### config.mk
export PLATFORM = sky130hd
export DESIGN_NAME = frame_capture
export DESIGN_NICKNAME = d
export VERILOG_FILES = /design/src/logic/camera_pkg.sv /design/src/logic/frame_capture.sv
export SDC_FILE = /design/constraint.sdc
export NUM_CORES = 1
export LEC_CHECK = 0
export BUFFER_PORTS_ARGS = -buffer_cell sky130_fd_sc_hd__clkbuf_2
export CAP_MARGIN = 20
export CORE_MARGIN = 2
export CORE_UTILIZATION = 56
export DETAILED_ROUTE_END_ITERATION = 8
export PLACE_DENSITY = 0.86
export SYNTH_ARGS = -nofsm -noshare
export SYNTH_HDL_FRONTEND = slang
export SYNTH_SLANG_ARGS = --single-unit
### constraint.sdc
create_clock -name clock_spi_in -period 5.74 [get_ports clock_spi_in]
set_clock_uncertainty 0.2 [all_clocks]
set_input_delay 0.287 -clock clock_spi_in [delete_from_list [all_inputs] [get_ports clock_spi_in]]
set_output_delay 0.287 -clock clock_spi_in [all_outputs]
set_load 0.02 [all_outputs]
### src/logic/camera_pkg.sv
// Constants shared by the still-capture RTL and its testbench
// Pixel and position widths, host op-codes and status bit positions
package camera_pkg;

    localparam int PIXEL_WIDTH = 10;  // Raw Bayer sample
    localparam int X_WIDTH = 11;      // Column counter
    localparam int Y_WIDTH = 10;      // Line counter

    // Capture and readback commands
    localparam logic [7:0] OP_CAPTURE = 8'h20;
    localparam logic [7:0] OP_STATUS = 8'h21;
    localparam logic [7:0] OP_READ = 8'h22;
    localparam logic [7:0] OP_METERING = 8'h25;

    // Crop window writes take operand 0 as low byte and operand 1 as high byte
    localparam logic [7:0] OP_CROP_X_START = 8'h40;
    localparam logic [7:0] OP_CROP_X_END = 8'h41;
    localparam logic [7:0] OP_CROP_Y_START = 8'h42;
    localparam logic [7:0] OP_CROP_Y_END = 8'h43;

    localparam int STATUS_BUSY_BIT = 0;
    localparam int STATUS_DONE_BIT = 1;

endpackage

### src/logic/frame_capture.sv
// Stores one cropped frame per capture request into the image buffer
// Kept pixels are cut to 8 bits and packed four to a word, lane 0 first
`timescale 1ns/1ps

module frame_capture import camera_pkg::*; #(
    parameter int BUFFER_WORDS = 16384,
    localparam int ADDR_WIDTH = $clog2(BUFFER_WORDS)
) (
    input  logic                   clock_spi_in,
    input  logic                   mipi_byte_reset_n,
    input  logic                   capture_request_i,
    input  logic [PIXEL_WIDTH-1:0] pixel_i,
    input  logic                   pixel_valid_i,
    input  logic                   frame_valid_i,
    output logic                   capture_busy_o,
    output logic                   capture_done_o,
    output logic                   write_enable_o,
    output logic [ADDR_WIDTH-1:0]  write_address_o,
    output logic [31:0]            write_data_o
);

    localparam logic [1:0] IDLE = 2'd0;
    localparam logic [1:0] WAIT_FRAME = 2'd1;
    localparam logic [1:0] STORE = 2'd2;

    logic [1:0] state_q;
    logic frame_valid_q, finish_q;
    logic [1:0] lane_q;
    logic [ADDR_WIDTH:0] word_count_q;  // Saturates at BUFFER_WORDS
    logic [31:0] word_q;
    logic [7:0] pixel_byte;
    logic frame_start, frame_end, take_pixel, word_full, in_range;

    assign pixel_byte = pixel_i[PIXEL_WIDTH-1 -: 8];
    assign frame_start = frame_valid_i && !frame_valid_q;
    assign frame_end = state_q == STORE && frame_valid_q && !frame_valid_i;
    assign take_pixel = pixel_valid_i
                        && (state_q == STORE || (state_q == WAIT_FRAME && frame_start));
    assign word_full = take_pixel && lane_q == 2'd3;
    assign in_range = word_count_q < BUFFER_WORDS;

    always_ff @(posedge clock_spi_in or negedge mipi_byte_reset_n) begin
        if (!mipi_byte_reset_n) begin
            state_q <= IDLE;
            frame_valid_q <= 1'b0;
            finish_q <= 1'b0;
            lane_q <= '0;
            word_count_q <= '0;
            write_enable_o <= 1'b0;
            capture_busy_o <= 1'b0;
            capture_done_o <= 1'b0;
        end else begin
            frame_valid_q <= frame_valid_i;
            finish_q <= frame_end;  // Done follows the flush write
            write_enable_o <= (word_full || (frame_end && lane_q != 2'd0)) && in_range;
            if (capture_request_i) begin
                state_q <= WAIT_FRAME;
                lane_q <= '0;
                word_count_q <= '0;
                capture_busy_o <= 1'b1;
                capture_done_o <= 1'b0;
            end else begin
                if (state_q == WAIT_FRAME && frame_start) state_q <= STORE;
                if (frame_end) state_q <= IDLE;
                if (take_pixel) lane_q <= lane_q + 1'b1;
                if (word_full && in_range) word_count_q <= word_count_q + 1'b1;
                if (finish_q) begin
                    capture_busy_o <= 1'b0;
                    capture_done_o <= 1'b1;
                end
            end
        end
    end

    always_ff @(posedge clock_spi_in) begin
        write_address_o <= word_count_q[ADDR_WIDTH-1:0];
        if (capture_request_i) begin
            word_q <= '0;
        end else if (word_full) begin
            write_data_o <= {pixel_byte, word_q[23:0]};
            word_q <= '0;
        end else if (take_pixel) begin
            word_q[lane_q*8 +: 8] <= pixel_byte;
        end else if (frame_end) begin
            write_data_o <= word_q;  // Partial word with upper lanes still zero
            word_q <= '0;
        end
    end

endmodule

[Word level (Yosys, flattened, before mapping)]
Index checks and enable logic that the tools add are counted.
Cells by class
  add/sub/neg operators: 3
  $mul: 0
  div/mod/pow operators: 0
  order comparisons: 1
  equal/unequal tests: 4
  shifts and indexed selects: 2
  mux-type cells: 17
  bitwise operators: 1
  reductions and logical operators: 22
Operator list (count)
  two-way mux 32 bit: 5
  negator 5 -> 34 bit: 1
  variable shift 8 x 34 -> 32 bit (first input constant): 1
  indexed part select 8 x 34 -> 32 bit: 1
  bitwise mux 32 bit: 1
  two-way mux 15 bit: 2
  adder 15 x 1 -> 15 bit (second input constant): 1
  less-than comparator 15 bit (second input constant): 1
  nonzero test 2 bit: 6
  two-way mux 2 bit: 5
  logical AND 1 bit: 9
  == test 2 bit (second input constant): 2
  two-way mux 1 bit: 4
  AND reduction 3 bit: 1
  nonzero test 3 bit: 1
  adder 2 x 1 -> 2 bit (second input constant): 1
  == test 2 x 1 -> 1 bit (second input constant): 1
  logical NOT 1 bit: 2
  logical OR 1 bit: 2
  != test 2 x 1 -> 1 bit (second input constant): 1
  OR reduction 2 bit: 1
  inverter 1 bit: 1
Word-level totals
  register bits: 102
  bits in latches: 0
  RAM bits: 0
  bits in read-only memories: 0
  input port bits: 15
  output and inout port bits: 49
  word-level logic and storage cells: 61
  memories kept: 0

[Logic depth before layout (Yosys ltp)]
  depth in word-level cells: 9
  depth in mapped cells: 7
  mapped depth without buffers: 6

[Least setup slack after synthesis]
No wires, ideal clock.
  path kind: reg-to-reg
  start point: register state_q[0]
  end point: register write_data_o[0], enable pin
  library setup time: 432 ps
  data arrival time: 2938 ps
  required time: 5108 ps
  path slack: 2170 ps
  cell stages (with the launch flop): 6
  period minus slack after synthesis: 3570 ps
  path through: dfrtp_1 > nand4bb_1 > or2_2 > clkbuf_1 > clkbuf_1 > a21oi_1
On the way
  cells in the longest elaborated chain, start to end: 7
  elaborated cells between the ends (all ways): 11
RTL lines
  from (decl): RTL line frame_capture.sv:26  | logic [1:0] state_q;
  from (signal assigned): RTL line frame_capture.sv:44  | state_q <= IDLE;
  from (signal assigned): RTL line frame_capture.sv:57  | state_q <= WAIT_FRAME;
  from (signal assigned): RTL line frame_capture.sv:63  | if (state_q == WAIT_FRAME && frame_start) state_q <= STORE;
  == test 2 x 1 -> 1 bit: RTL line frame_capture.sv:38  | && (state_q == STORE || (state_q == WAIT_FRAME && frame_start));
  logical AND 1 bit: RTL line frame_capture.sv:38
  logical OR 1 bit: RTL line frame_capture.sv:38
  logical AND 1 bit: RTL line frame_capture.sv:38
  logical AND 1 bit: RTL line frame_capture.sv:39  | assign word_full = take_pixel && lane_q == 2'd3;
  != test 2 x 1 -> 1 bit (no source line) or nonzero test 2 bit (tied branches)
  AND reduction 3 bit (no source line) *
  to (signal assigned): RTL line frame_capture.sv:80  | write_data_o <= {pixel_byte, word_q[23:0]};
  to (signal assigned): RTL line frame_capture.sv:85  | write_data_o <= word_q;
  to (decl): RTL line frame_capture.sv:19  | output logic [31:0] write_data_o
Every way passes the cells marked *; elsewhere a longest branch is shown, timed or not.
A chain may end at the register's enable or synchronous reset.

[Worst setup path after layout]
  start point: input frame_valid_i
  end point: register word_q[20]
On the way
  cells in the longest elaborated chain, start to end: 6
  elaborated cells between the ends (all ways): 10
RTL lines
  from (decl): RTL line frame_capture.sv:14  | input logic frame_valid_i,
  logical AND 1 bit: RTL line frame_capture.sv:35  | assign frame_start = frame_valid_i && !frame_valid_q;
  logical AND 1 bit: RTL line frame_capture.sv:38
  logical OR 1 bit: RTL line frame_capture.sv:38
  logical AND 1 bit: RTL line frame_capture.sv:38
  logical AND 1 bit: RTL line frame_capture.sv:39
  OR reduction 2 bit (no source line)
  to (signal, indexed assignment): RTL line frame_capture.sv:83  | word_q[lane_q*8 +: 8] <= pixel_byte;
  to (decl): RTL line frame_capture.sv:30  | logic [31:0] word_q;
Several ways; a longest one is shown, not always the timed one.

==> metrics.csv <==
stage,metric,value,unit
status,run status,"finished, final reports clean",
yosys,post-synthesis sequential area ratio,0.653,
setup_path,Worst R2R Setup Slack,3.17,ns
clocking,"CTS clk-pin slew, worst paths",0.10,ns
run,Max Cap Violations,0,
sta,Final min period,2.72,ns
yosys,largest family of logic cells by synthesized area,simple AND/OR/NAND/NOR gates,
placed_design,Inst Count DP,417,
layout,area delta synth->final,14.6,%
detailed_routing,1st-iter DRT viols,141,
yosys,share of the synthesized area in the top cell type,0.253,
setup_path,worst endpoint required time,5.84,ns
global_route,first-pass GRT wire length,11.2,mm
sta,Worst Max-Slew Pin Slew,1.01,ns
clocking,TritonCTS clock tree,built,
sta,slew margin rel.,0.325,
sta,final worst-path cycle share,0.474,
placed_design,DP Worst Slack,3.19,ns
setup_path,Crit. End Element,register,
layout,"leading cell type in the layout, fill and taps excluded",clkbuf_2,
sta,RSZ-0062 raised after global routing,false,
floorplan,die height,86.4,um
global_route,gr ovfl total,0,
floorplan,die area,7460,sq um
sta,hold slack final,0.0412,ns
yosys,Cell variety after synth,45,
clocking,CTS Sinks,102,
yosys,post-synthesis xor/xnor area fraction,0.0115,
detailed_routing,WL/cell,15.9,um
global_route,initial antenna violation count,0,
yosys,simple-gate share of the synthesized area,0.137,
detailed_routing,Post-DRT Antenna Nets,0,
yosys,"EDFF count, synth",32,
yosys,synth top area cells,"edfxtp_1, dfxtp_1, dfrtp_1, a32oi_1, nor2b_1",
sta,Pins Over Slew Limit,0,
layout,layout cell share with drive strength beyond 1,0.273,
global_route,vias in the first global route,2250,
layout,highest-count cells in the layout ignoring fill and taps,"clkbuf_2, dfxtp_1, edfxtp_1",
global_route,GR Util All Layers,0.196,
layout,Antenna diodes,0,
floorplan,# rows,30,
global_route,largest net degree at the start of global routing,33,
yosys,Syn Nets,309,
yosys,Post-Synthesis Cells,288,
yosys,post-synthesis adder-cell area fraction,0.0197,
power_and_ir_drop,VDD IR max,0.201,mV
yosys,synthesized cell area,3800,sq um
layout,Final Non-Filler Cells,435,
detailed_routing,DR pass1 iterations,4,
floorplan,effective utilization at floorplan,0.569,
clocking,Skew-Pair Late Insertion Delay,0.37,ns
clocking,post-cts gate resize count,0,
yosys,yosys warns,0,
floorplan,Placeable Area,6680,sq um
detailed_routing,Avg Vias per Cell,5.64,
clocking,Root Driver,clkbuf_8,
placed_design,dpl hpwl,4.75,mm
placed_design,Port Buffers,61,
clocking,TritonCTS Buffers,9,
clocking,CTS H-tree lvls,3,
layout,Layout Nets,371,
setup_path,arrival time at the worst endpoint,2.82,ns
floorplan,num ports,64,
detailed_routing,DRC,0,
sta,Max Fclk,0.367,GHz
yosys,Syn Area/Cell,13.2,sq um
sta,final hold violations,0,
power_and_ir_drop,cell area power density,282,nW/um^2
yosys,asr flop ratio synth,0.235,
yosys,Yosys top cell by area,edfxtp_1,
detailed_routing,final WL,6.93,mm
sta,Setup Total Neg Slack,0,ns
setup_path,Setup crit start kind,input pin,
clocking,CTS Buffer Depth,2,
yosys,fraction of synthesized area in multiplexers,0.0290,
power_and_ir_drop,LEAKAGE,1.78,nW
sta,"Setup violations, final",0,
yosys,most common flop cell mapped by yosys,dfxtp_1,
min_path,HP Class,in -> reg,
placed_design,routability cong.,0.827,
detailed_routing,DR vias,2453,
floorplan,Die X-Extent,86.4,um
setup_path,worst-path fanout max,24,
setup_path,"Worst Path Class, Setup",in -> reg,
yosys,#FFs+latches synth,102,
sta,final setup margin,3.02,ns
yosys,Synth Area in Compound Gates,0.123,
logic make-up after synthesis:
kind of cell,after synthesis
mux,10
fa+ha+maj,6
simple gates,82
compound gates,62
xor+xnor,5
buf+inv,21
flops,102
synthesized netlist by cell type (3+ instances only):
cell,instances
ha_1,6
and3_1,9
o211ai_1,4
or2_2,3
nand4_1,3
nor2b_1,25
o31ai_1,5
buf_2,4
o21ai_0,6
nand3_1,3
xor2_1,4
clkbuf_1,6
nor2_1,11
a32oi_1,24
dfxtp_1,46
a21oi_1,12
mux2_2,8
edfxtp_1,32
nand2_1,7
or3_1,4
or4_1,6
nand4b_1,3
inv_1,8
dfrtp_1,24
path summary, 6_finish.rpt:
path | to | depth (start not counted) | startpoint
max reg2reg | word_q[20] | 4 | state_q[0]
min in group asynchronous | word_count_q[6] | 2 | mipi_byte_reset_n
max | word_q[20] | 6 | frame_valid_i
max in group asynchronous | word_count_q[10] | 2 | mipi_byte_reset_n
min | word_q[6] | 3 | pixel_i[8]
min reg2reg | write_address_o[11] | 0 | word_count_q[11]
flip-flops by register name (all words and copies together) (netlist names):
signal           flops
state_q              2
write_address_o     14
capture_busy_o       1
capture_done_o       1
write_data_o        32
lane_q               2
word_count_q        15
word_q              32
frame_valid_q        1
finish_q             1
write_enable_o       1
metal layers:
| layer | vias up | part of all wire | global-route usage |
|---|---|---|---|
| met1 | 1169 | 0.46 | 0.278 |
| met3 | 8 | 0.048 | 0.0552 |
| met2 | 64 | 0.48 | 0.284 |
| met5 | - | 0 | 0 |
| met4 | 0 | 0.014 | 0.0838 |
| li1 | 1212 | - | - |
metrics by stage:
step,total power [mW],instance area [sq um],util
2_1_floorplan,0.793,3800,-
3_5_place_dp,0.810,4150,0.620
3_3_place_gp,0.809,4150,0.620
5_1_grt,1.27,4360,0.652
6_report,1.23,4360,0.652
4_1_cts,1.24,4360,0.652
power by group:
group	total, mW	switching (mW)	leakage, nW	internal, mW
Clock	0.435	0.263	0.100	0.171
Sequential	0.751	0.00509	1.02	0.746
Combinational	0.0441	0.0274	0.655	0.0167
cell type report:
type | count | area [sq um]
Tap cell | 80 | 100
Inverter | 8 | 30.0
Fill cell | 501 | 2320
Multi-Input combinational cell | 165 | 1220
Timing Repair Buffer | 64 | 333
Clock inverter | 7 | 68.8
Sequential cell | 102 | 2480
Clock buffer | 9 | 124
what timing repair did:
item,4_1_cts,5_1_grt
hold buffers,2,0
buffers inserted,0,0
hold endpoints to repair,25,0
worst max-delay path, stage by stage:
cell,delay [ns]
dlygate4sd3_1,0.53
clkbuf_2,0.17
and4bb_1,0.33
o211ai_2,0.68
and2b_1,0.59
nor2b_1,0.21
(Power assumes the default switching activity.)
